<file path="src/design/rvfi_pkg.sv">
// Retirement tracer package
// Widths, table and buffer sizes, probe enums and the packed trace record

package rvfi_pkg;

  localparam int unsigned XLEN          = 32;
  localparam int unsigned NR_SB_ENTRIES = 8;
  localparam int unsigned TRANS_ID_BITS = 3;
  localparam int unsigned FIFO_DEPTH    = 4;
  localparam int unsigned FIFO_PTR_BITS = $clog2(FIFO_DEPTH);
  localparam int unsigned FIFO_CNT_BITS = $clog2(FIFO_DEPTH + 1);

  typedef enum logic [1:0] {
    FU_NONE  = 2'd0,
    FU_LOAD  = 2'd1,
    FU_STORE = 2'd2
  } fu_op_e;

  typedef enum logic [1:0] {
    PRIV_U = 2'd0,
    PRIV_S = 2'd1,
    PRIV_M = 2'd3
  } priv_lvl_e;

  typedef enum logic [4:0] {
    CAUSE_ILLEGAL    = 5'd2,
    CAUSE_BREAKPOINT = 5'd3,
    CAUSE_ECALL_U    = 5'd8,
    CAUSE_ECALL_S    = 5'd9,
    CAUSE_ECALL_M    = 5'd11
  } exc_cause_e;

  // One retired or trapped instruction
  typedef struct packed {
    logic                  retired;
    logic                  trap;
    logic [4:0]            cause;
    logic [1:0]            mode;       // 2 means debug mode
    logic [31:0]           insn;
    logic [XLEN-1:0]       pc;
    logic [4:0]            rd_addr;
    logic [XLEN-1:0]       rd_wdata;
    logic [4:0]            rs1_addr;
    logic [4:0]            rs2_addr;
    logic [XLEN-1:0]       rs1_rdata;
    logic [XLEN-1:0]       rs2_rdata;
    logic [XLEN-1:0]       mem_addr;
    logic [XLEN/8-1:0]     mem_rmask;
    logic [XLEN/8-1:0]     mem_wmask;
    logic [XLEN-1:0]       mem_wdata;
    logic [XLEN-1:0]       mem_rdata;
  } trace_rec_t;

endpackage

</file>
<file path="src/design/rvfi_commit_pack.sv">
// Commit packer
// Builds the trace record from the commit probes and the shadow table entry,
// and raises the push strobe for the output buffer

module rvfi_commit_pack (
  input  logic                        commit_valid_i,
  input  logic                        commit_ack_i,
  input  logic [rvfi_pkg::XLEN-1:0]   commit_pc_i,
  input  logic [4:0]                  commit_rs1_addr_i,
  input  logic [4:0]                  commit_rs2_addr_i,
  input  logic [4:0]                  commit_rd_addr_i,
  input  logic [rvfi_pkg::XLEN-1:0]   commit_result_i,
  input  logic [rvfi_pkg::XLEN-1:0]   commit_wdata_i,
  input  logic                        ex_valid_i,
  input  rvfi_pkg::exc_cause_e        ex_cause_i,
  input  rvfi_pkg::priv_lvl_e         priv_lvl_i,
  input  logic                        debug_mode_i,
  // Shadow table entry at the commit pointer
  input  logic [31:0]                 sb_instr_i,
  input  logic [rvfi_pkg::XLEN-1:0]   sb_rs1_i,
  input  logic [rvfi_pkg::XLEN-1:0]   sb_rs2_i,
  input  logic [rvfi_pkg::XLEN-1:0]   sb_mem_addr_i,
  input  logic [rvfi_pkg::XLEN/8-1:0] sb_rmask_i,
  input  logic [rvfi_pkg::XLEN/8-1:0] sb_wmask_i,
  input  logic [rvfi_pkg::XLEN-1:0]   sb_wdata_i,
  output logic                        push_o,
  output rvfi_pkg::trace_rec_t        rec_o
);

  import rvfi_pkg::*;

  logic trap;
  logic ecall;

  assign trap  = commit_valid_i && ex_valid_i;
  assign ecall = (ex_cause_i == CAUSE_ECALL_U) || (ex_cause_i == CAUSE_ECALL_S) ||
                 (ex_cause_i == CAUSE_ECALL_M);

  // One record per acked commit or per trap
  assign push_o = commit_ack_i || trap;

  always_comb begin
    rec_o.retired   = (commit_ack_i && !ex_valid_i) || (trap && ecall);
    rec_o.trap      = trap;
    rec_o.cause     = ex_cause_i;
    rec_o.mode      = debug_mode_i ? 2'd2 : priv_lvl_i;
    rec_o.insn      = sb_instr_i;
    rec_o.pc        = commit_pc_i;
    rec_o.rd_addr   = commit_rd_addr_i;
    rec_o.rd_wdata  = commit_wdata_i;
    rec_o.rs1_addr  = commit_rs1_addr_i;
    rec_o.rs2_addr  = commit_rs2_addr_i;
    rec_o.rs1_rdata = sb_rs1_i;
    rec_o.rs2_rdata = sb_rs2_i;
    rec_o.mem_addr  = sb_mem_addr_i;
    rec_o.mem_rmask = sb_rmask_i;
    rec_o.mem_wmask = sb_wmask_i;
    rec_o.mem_wdata = sb_wdata_i;
    rec_o.mem_rdata = commit_result_i;  // Load data comes back as the result
  end

endmodule

</file>
<file path="src/design/rvfi_issue_latch.sv">
// Issue latch
// Captures the fetched instruction word and holds it until issue takes it

module rvfi_issue_latch (
  input  logic        clk_i,
  input  logic        rst_ni,
  input  logic        fetch_valid_i,
  input  logic [31:0] fetch_instr_i,
  input  logic        fetch_compressed_i,
  input  logic        issue_ack_i,
  input  logic        flush_i,
  output logic [31:0] issue_instr_o
);

  logic        valid_q;
  logic [31:0] instr_q;
  logic        load;
  logic [31:0] fetch_word;

  // Accept when empty or when the current word leaves this cycle
  assign load = fetch_valid_i && (!valid_q || issue_ack_i);

  // Compressed words keep only their low half
  assign fetch_word = fetch_compressed_i ? {16'b0, fetch_instr_i[15:0]} : fetch_instr_i;

  always_ff @(posedge clk_i or negedge rst_ni) begin
    if (!rst_ni) begin
      valid_q <= 1'b0;
      instr_q <= '0;
    end else begin
      if (flush_i) begin
        valid_q <= 1'b0;          // Flush beats a load
      end else if (load) begin
        valid_q <= 1'b1;
        instr_q <= fetch_word;
      end else if (issue_ack_i) begin
        valid_q <= 1'b0;
      end
    end
  end

  assign issue_instr_o = instr_q;

endmodule

</file>
<file path="src/design/rvfi_shadow_table.sv">
// Shadow table
// Per transaction ID copy of the instruction word, source operands and
// memory access details, written at issue and annotated by the LSU

module rvfi_shadow_table (
  input  logic                               clk_i,
  input  logic                               rst_ni,
  // Issue port
  input  logic                               dec_valid_i,
  input  logic                               dec_ack_i,
  input  logic                               flush_unissued_i,
  input  logic [rvfi_pkg::TRANS_ID_BITS-1:0] issue_ptr_i,
  input  logic [31:0]                        issue_instr_i,
  input  logic [rvfi_pkg::XLEN-1:0]          rs1_fwd_i,
  input  logic [rvfi_pkg::XLEN-1:0]          rs2_fwd_i,
  // LSU port
  input  rvfi_pkg::fu_op_e                   lsu_op_i,
  input  logic [rvfi_pkg::XLEN/8-1:0]        lsu_be_i,
  input  logic [rvfi_pkg::XLEN-1:0]          lsu_vaddr_i,
  input  logic [rvfi_pkg::TRANS_ID_BITS-1:0] lsu_trans_id_i,
  input  logic [rvfi_pkg::XLEN-1:0]          lsu_wdata_i,
  // Commit read port
  input  logic [rvfi_pkg::TRANS_ID_BITS-1:0] rd_ptr_i,
  output logic [31:0]                        rd_instr_o,
  output logic [rvfi_pkg::XLEN-1:0]          rd_rs1_o,
  output logic [rvfi_pkg::XLEN-1:0]          rd_rs2_o,
  output logic [rvfi_pkg::XLEN-1:0]          rd_mem_addr_o,
  output logic [rvfi_pkg::XLEN/8-1:0]        rd_rmask_o,
  output logic [rvfi_pkg::XLEN/8-1:0]        rd_wmask_o,
  output logic [rvfi_pkg::XLEN-1:0]          rd_wdata_o
);

  import rvfi_pkg::*;

  typedef struct packed {
    logic [31:0]       instr;
    logic [XLEN-1:0]   rs1;
    logic [XLEN-1:0]   rs2;
    logic [XLEN-1:0]   mem_addr;
    logic [XLEN/8-1:0] rmask;
    logic [XLEN/8-1:0] wmask;
    logic [XLEN-1:0]   wdata;
  } sb_entry_t;

  sb_entry_t [NR_SB_ENTRIES-1:0] mem_q, mem_n;

  // ------------------------------------------------------------------------
  // Next state, LSU annotation applied after the issue write
  // ------------------------------------------------------------------------
  always_comb begin
    mem_n = mem_q;

    if (dec_valid_i && dec_ack_i && !flush_unissued_i) begin
      mem_n[issue_ptr_i] = '{
        instr:    issue_instr_i,
        rs1:      rs1_fwd_i,
        rs2:      rs2_fwd_i,
        mem_addr: '0,
        rmask:    '0,
        wmask:    '0,
        wdata:    '0
      };
    end

    if (lsu_be_i != '0) begin
      case (lsu_op_i)
        FU_LOAD: begin
          mem_n[lsu_trans_id_i].mem_addr = lsu_vaddr_i;
          mem_n[lsu_trans_id_i].rmask    = lsu_be_i;
        end
        FU_STORE: begin
          mem_n[lsu_trans_id_i].mem_addr = lsu_vaddr_i;
          mem_n[lsu_trans_id_i].wmask    = lsu_be_i;
          mem_n[lsu_trans_id_i].wdata    = lsu_wdata_i;
        end
        default: ;                // Not a memory op
      endcase
    end
  end

  always_ff @(posedge clk_i or negedge rst_ni) begin
    if (!rst_ni) begin
      mem_q <= '0;
    end else begin
      mem_q <= mem_n;
    end
  end

  // Asynchronous read at the commit pointer
  assign rd_instr_o    = mem_q[rd_ptr_i].instr;
  assign rd_rs1_o      = mem_q[rd_ptr_i].rs1;
  assign rd_rs2_o      = mem_q[rd_ptr_i].rs2;
  assign rd_mem_addr_o = mem_q[rd_ptr_i].mem_addr;
  assign rd_rmask_o    = mem_q[rd_ptr_i].rmask;
  assign rd_wmask_o    = mem_q[rd_ptr_i].wmask;
  assign rd_wdata_o    = mem_q[rd_ptr_i].wdata;

endmodule

</file>
<file path="src/design/rvfi_trace_fifo.sv">
// Trace record buffer
// Circular FIFO with a valid/ready output; pushes while full are dropped
// and flagged in a sticky overflow bit

module rvfi_trace_fifo (
  input  logic                 clk_i,
  input  logic                 rst_ni,
  input  logic                 push_i,
  input  rvfi_pkg::trace_rec_t rec_i,
  input  logic                 trace_ready_i,
  output logic                 trace_valid_o,
  output rvfi_pkg::trace_rec_t rec_o,
  output logic                 overflow_o
);

  import rvfi_pkg::*;

  trace_rec_t [FIFO_DEPTH-1:0] mem_q;
  logic [FIFO_PTR_BITS-1:0]    wr_ptr_q, rd_ptr_q;
  logic [FIFO_CNT_BITS-1:0]    count_q;
  logic                        full, pop, push_ok;

  assign full    = count_q == FIFO_CNT_BITS'(FIFO_DEPTH);
  assign pop     = trace_valid_o && trace_ready_i;
  assign push_ok = push_i && (!full || pop);  // Pop frees a slot in the same cycle

  always_ff @(posedge clk_i) begin
    if (push_ok) mem_q[wr_ptr_q] <= rec_i;
  end

  always_ff @(posedge clk_i or negedge rst_ni) begin
    if (!rst_ni) begin
      wr_ptr_q   <= '0;
      rd_ptr_q   <= '0;
      count_q    <= '0;
      overflow_o <= 1'b0;
    end else begin
      if (push_ok) begin
        wr_ptr_q <= (wr_ptr_q == FIFO_PTR_BITS'(FIFO_DEPTH - 1)) ? '0 : wr_ptr_q + 1'b1;
      end
      if (pop) begin
        rd_ptr_q <= (rd_ptr_q == FIFO_PTR_BITS'(FIFO_DEPTH - 1)) ? '0 : rd_ptr_q + 1'b1;
      end
      case ({push_ok, pop})
        2'b10:   count_q <= count_q + 1'b1;
        2'b01:   count_q <= count_q - 1'b1;
        default: ;
      endcase
      if (push_i && !push_ok) overflow_o <= 1'b1;  // Sticky until reset
    end
  end

  assign trace_valid_o = count_q != '0;
  assign rec_o         = mem_q[rd_ptr_q];

endmodule

</file>
<file path="src/design/rvfi_tracer.sv">
// Retirement tracer top level
// Connects the pipeline probes to the issue latch, shadow table, commit
// packer and output buffer, and presents the record as loose ports

module rvfi_tracer (
  input  logic                               clk_i,
  input  logic                               rst_ni,
  // Fetch and flush
  input  logic                               fetch_valid_i,
  input  logic [31:0]                        fetch_instr_i,
  input  logic                               fetch_compressed_i,
  input  logic                               flush_i,
  input  logic                               issue_ack_i,
  // Decode and issue
  input  logic                               dec_valid_i,
  input  logic                               dec_ack_i,
  input  logic                               flush_unissued_i,
  input  logic [rvfi_pkg::TRANS_ID_BITS-1:0] issue_ptr_i,
  input  logic [rvfi_pkg::XLEN-1:0]          rs1_fwd_i,
  input  logic [rvfi_pkg::XLEN-1:0]          rs2_fwd_i,
  // LSU
  input  rvfi_pkg::fu_op_e                   lsu_op_i,
  input  logic [rvfi_pkg::XLEN/8-1:0]        lsu_be_i,
  input  logic [rvfi_pkg::XLEN-1:0]          lsu_vaddr_i,
  input  logic [rvfi_pkg::TRANS_ID_BITS-1:0] lsu_trans_id_i,
  input  logic [rvfi_pkg::XLEN-1:0]          lsu_wdata_i,
  // Commit
  input  logic                               commit_valid_i,
  input  logic                               commit_ack_i,
  input  logic [rvfi_pkg::TRANS_ID_BITS-1:0] commit_ptr_i,
  input  logic [rvfi_pkg::XLEN-1:0]          commit_pc_i,
  input  logic [4:0]                         commit_rs1_addr_i,
  input  logic [4:0]                         commit_rs2_addr_i,
  input  logic [4:0]                         commit_rd_addr_i,
  input  logic [rvfi_pkg::XLEN-1:0]          commit_result_i,
  input  logic [rvfi_pkg::XLEN-1:0]          commit_wdata_i,
  // Exception and privilege
  input  logic                               ex_valid_i,
  input  rvfi_pkg::exc_cause_e               ex_cause_i,
  input  rvfi_pkg::priv_lvl_e                priv_lvl_i,
  input  logic                               debug_mode_i,
  // Trace stream
  input  logic                               trace_ready_i,
  output logic                               trace_valid_o,
  output logic                               trace_retired_o,
  output logic                               trace_trap_o,
  output logic [4:0]                         trace_cause_o,
  output logic [1:0]                         trace_mode_o,
  output logic [31:0]                        trace_insn_o,
  output logic [rvfi_pkg::XLEN-1:0]          trace_pc_o,
  output logic [4:0]                         trace_rd_addr_o,
  output logic [rvfi_pkg::XLEN-1:0]          trace_rd_wdata_o,
  output logic [4:0]                         trace_rs1_addr_o,
  output logic [4:0]                         trace_rs2_addr_o,
  output logic [rvfi_pkg::XLEN-1:0]          trace_rs1_rdata_o,
  output logic [rvfi_pkg::XLEN-1:0]          trace_rs2_rdata_o,
  output logic [rvfi_pkg::XLEN-1:0]          trace_mem_addr_o,
  output logic [rvfi_pkg::XLEN/8-1:0]        trace_mem_rmask_o,
  output logic [rvfi_pkg::XLEN/8-1:0]        trace_mem_wmask_o,
  output logic [rvfi_pkg::XLEN-1:0]          trace_mem_wdata_o,
  output logic [rvfi_pkg::XLEN-1:0]          trace_mem_rdata_o,
  output logic                               overflow_o
);

  import rvfi_pkg::*;

  logic [31:0]       issue_instr;
  logic [31:0]       sb_instr;
  logic [XLEN-1:0]   sb_rs1, sb_rs2, sb_mem_addr, sb_wdata;
  logic [XLEN/8-1:0] sb_rmask, sb_wmask;
  logic              push;
  trace_rec_t        pack_rec;
  trace_rec_t        out_rec;

  // ------------------------------------------------------------------------
  // Issue side
  // ------------------------------------------------------------------------
  rvfi_issue_latch i_issue_latch (
    .clk_i              (clk_i),
    .rst_ni             (rst_ni),
    .fetch_valid_i      (fetch_valid_i),
    .fetch_instr_i      (fetch_instr_i),
    .fetch_compressed_i (fetch_compressed_i),
    .issue_ack_i        (issue_ack_i),
    .flush_i            (flush_i),
    .issue_instr_o      (issue_instr)
  );

  rvfi_shadow_table i_shadow_table (
    .clk_i            (clk_i),
    .rst_ni           (rst_ni),
    .dec_valid_i      (dec_valid_i),
    .dec_ack_i        (dec_ack_i),
    .flush_unissued_i (flush_unissued_i),
    .issue_ptr_i      (issue_ptr_i),
    .issue_instr_i    (issue_instr),
    .rs1_fwd_i        (rs1_fwd_i),
    .rs2_fwd_i        (rs2_fwd_i),
    .lsu_op_i         (lsu_op_i),
    .lsu_be_i         (lsu_be_i),
    .lsu_vaddr_i      (lsu_vaddr_i),
    .lsu_trans_id_i   (lsu_trans_id_i),
    .lsu_wdata_i      (lsu_wdata_i),
    .rd_ptr_i         (commit_ptr_i),
    .rd_instr_o       (sb_instr),
    .rd_rs1_o         (sb_rs1),
    .rd_rs2_o         (sb_rs2),
    .rd_mem_addr_o    (sb_mem_addr),
    .rd_rmask_o       (sb_rmask),
    .rd_wmask_o       (sb_wmask),
    .rd_wdata_o       (sb_wdata)
  );

  // ------------------------------------------------------------------------
  // Commit side
  // ------------------------------------------------------------------------
  rvfi_commit_pack i_commit_pack (
    .commit_valid_i    (commit_valid_i),
    .commit_ack_i      (commit_ack_i),
    .commit_pc_i       (commit_pc_i),
    .commit_rs1_addr_i (commit_rs1_addr_i),
    .commit_rs2_addr_i (commit_rs2_addr_i),
    .commit_rd_addr_i  (commit_rd_addr_i),
    .commit_result_i   (commit_result_i),
    .commit_wdata_i    (commit_wdata_i),
    .ex_valid_i        (ex_valid_i),
    .ex_cause_i        (ex_cause_i),
    .priv_lvl_i        (priv_lvl_i),
    .debug_mode_i      (debug_mode_i),
    .sb_instr_i        (sb_instr),
    .sb_rs1_i          (sb_rs1),
    .sb_rs2_i          (sb_rs2),
    .sb_mem_addr_i     (sb_mem_addr),
    .sb_rmask_i        (sb_rmask),
    .sb_wmask_i        (sb_wmask),
    .sb_wdata_i        (sb_wdata),
    .push_o            (push),
    .rec_o             (pack_rec)
  );

  rvfi_trace_fifo i_trace_fifo (
    .clk_i         (clk_i),
    .rst_ni        (rst_ni),
    .push_i        (push),
    .rec_i         (pack_rec),
    .trace_ready_i (trace_ready_i),
    .trace_valid_o (trace_valid_o),
    .rec_o         (out_rec),
    .overflow_o    (overflow_o)
  );

  // Record fields out to the stream ports
  assign trace_retired_o   = out_rec.retired;
  assign trace_trap_o      = out_rec.trap;
  assign trace_cause_o     = out_rec.cause;
  assign trace_mode_o      = out_rec.mode;
  assign trace_insn_o      = out_rec.insn;
  assign trace_pc_o        = out_rec.pc;
  assign trace_rd_addr_o   = out_rec.rd_addr;
  assign trace_rd_wdata_o  = out_rec.rd_wdata;
  assign trace_rs1_addr_o  = out_rec.rs1_addr;
  assign trace_rs2_addr_o  = out_rec.rs2_addr;
  assign trace_rs1_rdata_o = out_rec.rs1_rdata;
  assign trace_rs2_rdata_o = out_rec.rs2_rdata;
  assign trace_mem_addr_o  = out_rec.mem_addr;
  assign trace_mem_rmask_o = out_rec.mem_rmask;
  assign trace_mem_wmask_o = out_rec.mem_wmask;
  assign trace_mem_wdata_o = out_rec.mem_wdata;
  assign trace_mem_rdata_o = out_rec.mem_rdata;

endmodule

</file>
<file path="config.mk">
export PLATFORM = sky130hd
export DESIGN_NAME = rvfi_tracer
export DESIGN_NICKNAME = d
export VERILOG_FILES = /design/src/design/rvfi_pkg.sv /design/src/design/rvfi_commit_pack.sv /design/src/design/rvfi_issue_latch.sv /design/src/design/rvfi_shadow_table.sv /design/src/design/rvfi_trace_fifo.sv /design/src/design/rvfi_tracer.sv
export SDC_FILE = /design/constraint.sdc
export NUM_CORES = 2
export LEC_CHECK = 0
export BUFFER_PORTS_ARGS = -buffer_cell sky130_fd_sc_hd__buf_2
export CELL_PAD_IN_SITES_DETAIL_PLACEMENT = 0
export CELL_PAD_IN_SITES_GLOBAL_PLACEMENT = 1
export CORE_ASPECT_RATIO = 1.25
export CORE_MARGIN = 8
export CORE_UTILIZATION = 45
export CTS_BUF_LIST = sky130_fd_sc_hd__clkbuf_4
export CTS_CLUSTER_DIAMETER = 40
export DETAILED_ROUTE_END_ITERATION = 8
export PLACE_DENSITY = 0.75
export SLEW_MARGIN = 5
export SYNTH_ARGS = -nofsm -noshare
export SYNTH_HDL_FRONTEND = slang
export SYNTH_HIERARCHICAL = 1
export SYNTH_SLANG_ARGS = --single-unit
</file>
<file path="constraint.sdc">
create_clock -name clk_i -period 23.1 [get_ports clk_i]
set_input_delay 1.155 -clock clk_i [delete_from_list [all_inputs] [get_ports clk_i]]
set_output_delay 1.155 -clock clk_i [all_outputs]
set_load 0.02 [all_outputs]
</file>
* Word-level counts from Yosys, hierarchy flattened
Index checks and enable logic that the tools add are counted.
** Word-level totals
- Logic and storage cells :: 214
- Input bits :: 307
- Output and inout port bits :: 290
- Flip-flop bits (word level) :: 2537
** Cells by class
- Add/subtract/negate cells :: 4
- $lt $le $gt $ge :: 8
- Bitwise logic cells :: 1
- Equal/unequal tests :: 10
- Multiplexer cells :: 33
- Reduce and logical (&&, ||, !) cells :: 28
** Operators with widths (number)
- bitwise mux 1344 bit :: 5
- two-way mux 1344 bit :: 2
- case mux 1344 bit (2 select lines) :: 1
- demux 168 bit (select 3 bit) :: 5
- bitwise mux 1152 bit :: 1
- binary-select mux 288 bit (select 2 bit) :: 1
- demux 288 bit (select 2 bit) :: 1
- two-way mux 288 bit :: 2
- binary-select mux 168 bit (select 3 bit) :: 1
- two-way mux 168 bit :: 2
- two-way mux 72 bit :: 1
- two-way mux 32 bit :: 2
- two-way mux 40 bit :: 1
- two-way mux 36 bit :: 1
- == test 5 x 4 -> 1 bit (second input constant) :: 3
- logical AND 1 bit :: 12
- < comparator 3 x 4 -> 1 bit (second input constant) :: 3
- == test 2 bit (second input constant) :: 4
- greater-or-equal comparator 3 x 1 -> 1 bit (second input constant) :: 2
- logical OR 1 bit :: 6
- < comparator 2 x 3 -> 1 bit (second input constant) :: 2
- two-way mux 2 bit :: 3
- case mux 3 bit (2 select lines) :: 1
- nonzero test 3 bit :: 2
- 12 further kinds :: 20

* Longest topological paths before layout
- Word-level depth :: 11
- Depth in mapped cells :: 10
- Depth with buffers taken out :: 10

* Hierarchy
Netlist, hierarchy kept.
** Modules (own cells, without submodules)
- rvfi_shadow_table :: area an instance 62134.6 um^2, seq. area each 33632.3 um^2, times used 1, cells each 5666
- rvfi_trace_fifo :: area an instance 41962.7 um^2, seq. area each 34793.4 um^2, times used 1, cells each 1547
- rvfi_commit_pack :: area an instance 2192.1 um^2, seq. area each 0.0 um^2, times used 1, cells each 293
- rvfi_issue_latch :: area an instance 1371.3 um^2, seq. area each 825.8 um^2, times used 1, cells each 89

* Worst setup path after synthesis
No wires, ideal clock.
- Path type :: input port to flip-flop
- Start point :: input port commit_valid_i
- End point :: register i_trace_fifo/mem_q[0] in the netlist's numbering (enable)
- Stages :: 4
- Buffers on the path :: 0
- Path slack :: 14.158 ns
- Required time :: 22.414 ns
- Setup time :: 0.686 ns
- Arrival time :: 8.255 ns
- Cells stage by stage :: and2_1 -> or2_1 -> nor2b_1 -> and2_1
** On the way
- Longest elaborated chain between the ends :: 3
** RTL lines
- start, declared :: RTL line rvfi_tracer.sv:28 : input logic commit_valid_i,
- logical AND 1 bit :: RTL line rvfi_commit_pack.sv:35 : assign trap = commit_valid_i && ex_valid_i;
- logical OR 1 bit :: RTL line rvfi_commit_pack.sv:40 : assign push_o = commit_ack_i || trap;
- net push :: RTL line rvfi_tracer.sv:71 : logic push;
- logical AND 1 bit :: RTL line rvfi_trace_fifo.sv:25 : assign push_ok = push_i && (!full || pop);
- end signal, assigned by index :: RTL line rvfi_trace_fifo.sv:28 : if (push_ok) mem_q[wr_ptr_q] <= rec_i;
- end, declared :: RTL line rvfi_trace_fifo.sv:18 : trace_rec_t [FIFO_DEPTH-1:0] mem_q;
The timed path passes the listed nets, and every way through them passes these cells.
A chain may end at the register's enable or synchronous reset.

* Final worst setup path
- Start point :: register i_trace_fifo.rd_ptr_q[0]
- End point :: output port trace_rs1_rdata_o[27] in the netlist's numbering
** On the way
- Longest elaborated chain between the ends :: 2
** RTL lines
- start, declared :: RTL line rvfi_trace_fifo.sv:19 : logic [FIFO_PTR_BITS-1:0] wr_ptr_q, rd_ptr_q;
- start signal, assigned :: RTL line rvfi_trace_fifo.sv:42 : rd_ptr_q <= (rd_ptr_q == FIFO_PTR_BITS'(FIFO_DEPTH - 1)) ? '0 : rd_ptr_q + 1'b1;
- binary-select mux 288 bit (select 2 bit) :: RTL line rvfi_trace_fifo.sv:54 : assign rec_o = mem_q[rd_ptr_q];
- two-way mux 288 bit (not written as such) :: RTL line rvfi_trace_fifo.sv:54
- end, declared :: RTL line rvfi_tracer.sv:55 : output logic [rvfi_pkg::XLEN-1:0] trace_rs1_rdata_o,
No other way between the ends. The select of a mux whose other input is x is not followed.

==> metrics.txt <==
initial drt markers roughly 5.6k; first-pass GRT wire length around 450 mm; area of the core around 0.24 mm2; R2R Path Start i_trace_fifo/count_q[2]$_DFFE_PN0P_; row count 200; WP data required between 20,000 and 25,000 ps; Tot Pwr approximately 12 mW; CP Class reg2out; cell count after placement ~10k; global placer's final weighted congestion ~0.81; Syn Nets just under 8k; CP Cell Sequence buf_4, buf_4, buf_12, buf_4, mux4_2, buf_2; area of the multi-input gates between 0.03 and 0.04 mm2; Initial Util 45.29%; Reg-to-Reg End i_trace_fifo/mem_q[714]$_DFFE_PP_; fmax roughly 140 MHz; register area share after synthesis 64.32%; FILL cells just over 20k; fin util between 50% and 60%; GRT overflow 0; CTS tree done; slowest cell on the critical path buf_4; WL final between 200 and 300 mm; CTS sink count between 2k and 3k; r2r worst-path depth 6; maximum VDD drop roughly 74 uV; most used cell, CP buf_4; Die Width roughly 450 um; CTS max path bufs 4; R2R Setup Slk between 15,000 and 20,000 ps; largest net degree at the start of global routing ~250; register area 0.06926 mm2; RSZ-0062 raised after global routing no; crit path capture type primary output; critical-path maximum fanout 87; PwrDens 100.2 mW/mm2; Critical Path AT 5900 ps; HP Class in2reg; Main synth FF type dfrtp_1; worst setup path startpoint i_trace_fifo/rd_ptr_q[0]$_DFFE_PN0P_; # IOs approximately 600; fin crit share roughly 31%; htree depth 6; setup slack after layout ~16,000 ps; cell area after layout about 0.12 mm2; #FFs+latches synth around 2.5k; mapped cell area 0.1077 mm2; full die area approximately 0.26 mm2; number of buffers created by CTS roughly 640; IO buf count just under 600; syn avg cell area around 14 um2; Synth warnings 6; worst slew pin tran 1321 ps; Skew-Pair Late Insertion Delay roughly 1400 ps; Pleak around 48 nW; startpoint types flip-flop; vias per cell 5.740; initial antenna violation count 64; Area growth syn-to-layout 12.10%; WL per Instance roughly 25 um; DP Area around 0.11 mm2; clock edge transition at the registers on the reported setup and hold paths 60 ps; pre-CTS WS about 17,000 ps; Final Skew 122.4 ps; crit path capture trace_rs1_rdata_o[27]; Tot GR Track Use 22.90%; overall die height about 560 um; WHS around 170 ps; DRC Markers 0; Max Slew Vio Count 0; Vias between 60k and 70k; # Max-Cap Violations 0; CTS root buffer clkbuf_4; layout cells sized above 1 around 30%; setup TNS 0 ps; asr flop ratio synth approximately 55%; status complete, no violations; Hold Vio Cnt, Final 0; Initial DRT Pass Iterations 6; Post-Layout Cell Count roughly 12k; EDFF count, synth roughly 1.2k; largest stage delay on the critical path slightly below 800 ps; NumNets Final between 8k and 9k; Synth Instances ~7.6k; slew margin rel. roughly an eighth; endpoints failing setup 0; DP HPWL approximately 170 mm; Final min period just over 7000 ps; ANT nets after route 0; Netlist cell types 60; post-cts sizing count 0; vias in the first global route a little over 70k
## logic make-up (layout without fill, tap and decap cells)
logic type,after synthesis,after routing,share of synthesized area [%]
flops,2537,2537,64.32
simple gates,1792,1792,6.587
compound gates,1419,1419,8.618
buf+inv,1007,2043,5.148
mux,828,828,15.19
fa+ha+maj,9,9,0.1116
xor+xnor,3,3,0.02441
other cells,0,35,0
## cell type report
cell class,count,area share (%)
Antenna cell,35,0.07257
Clock buffer,935,5.816
Clock inverter,184,0.9890
Inverter,11,0.03421
Multi-Input combinational cell,4051,27.47
Sequential cell,2537,57.39
Tap cell,3131,3.246
Timing Repair Buffer,913,4.980
## cell usage after synthesis (3+ instances only)
master / count / area, um2
nand2_1: 1626 / 6103
dfrtp_1: 1385 / 34660
edfxtp_1: 1152 / 34590
a21oi_1: 815 / 4079
mux4_2: 624 / 14050
a22o_1: 491 / 4300
buf_4: 338 / 2537
clkbuf_1: 285 / 1070
buf_2: 261 / 1306
mux2_2: 204 / 2297
clkbuf_2: 50 / 250.2
buf_1: 48 / 180.2
a32o_1: 37 / 370.4
nor2_1: 37 / 138.9
o22ai_1: 26 / 162.7
and2_0: 24 / 150.1
nor2b_1: 21 / 131.4
nor3_1: 19 / 95.09
o21ai_0: 18 / 90.09
buf_6: 14 / 157.7
and2_1: 11 / 68.82
inv_1: 11 / 41.29
a21oi_2: 9 / 78.83
ha_1: 8 / 100.1
nand3_1: 8 / 40.04
o2bb2ai_1: 8 / 70.07
nand2b_1: 7 / 43.79
and2b_1: 6 / 45.04
a32oi_1: 3 / 26.28
and3_1: 3 / 18.77
nand4b_1: 3 / 26.28
nor3_2: 3 / 30.03
o211ai_1: 3 / 22.52
or3_1: 3 / 18.77
## cell usage in the layout, fill, tap and decap left out, drive strengths merged, types with 12 or more instances in the layout
master	instances
and2	35
o22ai	26
nor3	22
nor2b	22
nand2	1626
mux2	204
edfxtp	1152
a21oi	824
bufinv	12
nor2	39
inv	36
a22o	491
a32o	37
dfrtp	1385
mux4	624
clkbuf	935
dlygate4sd3	191
buf	722
o21ai	18
clkinv	140
diode	35
## state kept, by name, indices dropped and copies added, names as in the netlist
register                     count
i_shadow_table/mem_q          1344
i_trace_fifo/rd_ptr_q            2
i_issue_latch/issue_instr_o     32
i_trace_fifo/wr_ptr_q            2
i_trace_fifo/count_q             3
i_issue_latch/valid_q            1
i_trace_fifo/overflow_o          1
i_trace_fifo/mem_q            1152
## layer usage
metal	global-route usage, %	up-vias	wire, um
met2	38.80	2837	150400
met5	0	-	284
met3	4.668	632	21490
li1	-	29187	-
met4	8.872	44	9804
met1	29.09	35017	116600
## how the worst min path moves through the flow
stage / from / end / slack, ps / depth (start not counted)
floorplan: i_shadow_table/mem_q[1342]$_DFF_PN0_ / i_shadow_table/mem_q[1342]$_DFF_PN0_ / 440 / 2
global placement: i_trace_fifo/overflow_o$_DFFE_PN0P_ / i_trace_fifo/overflow_o$_DFFE_PN0P_ / 440 / 1
detailed placement: i_trace_fifo/overflow_o$_DFFE_PN0P_ / i_trace_fifo/overflow_o$_DFFE_PN0P_ / 440 / 1
CTS: rs2_fwd_i[29] / i_shadow_table/mem_q[605]$_DFF_PN0_ / 0.1 / 3
global route: rs2_fwd_i[27] / i_shadow_table/mem_q[771]$_DFF_PN0_ / 50 / 3
finish: fetch_instr_i[15] / i_issue_latch/issue_instr_o[15]$_DFFE_PN0P_ / 170 / 2
## where the power goes
| group | switching [mW] | internal (mW) |
|---|---|---|
| Combinational | 1.72 | 0.999 |
| Sequential | 0.197 | 5.36 |
| Clock | 1.82 | 2.00 |
| Total | 3.73 | 8.36 |
## timing repair
item,in CTS,in global routing
setup buffers,0,0
endpoints found under the hold margin,947,0
hold buffers,191,0
## worst max-delay path: cells and delay by family (launching register included)
kind / cells / cell delay, ps
flip-flops: 1 / 760
multiplexers: 1 / 610
buffers and inverters: 5 / 2940
Note: power is estimated with default switching activity, not from simulation.
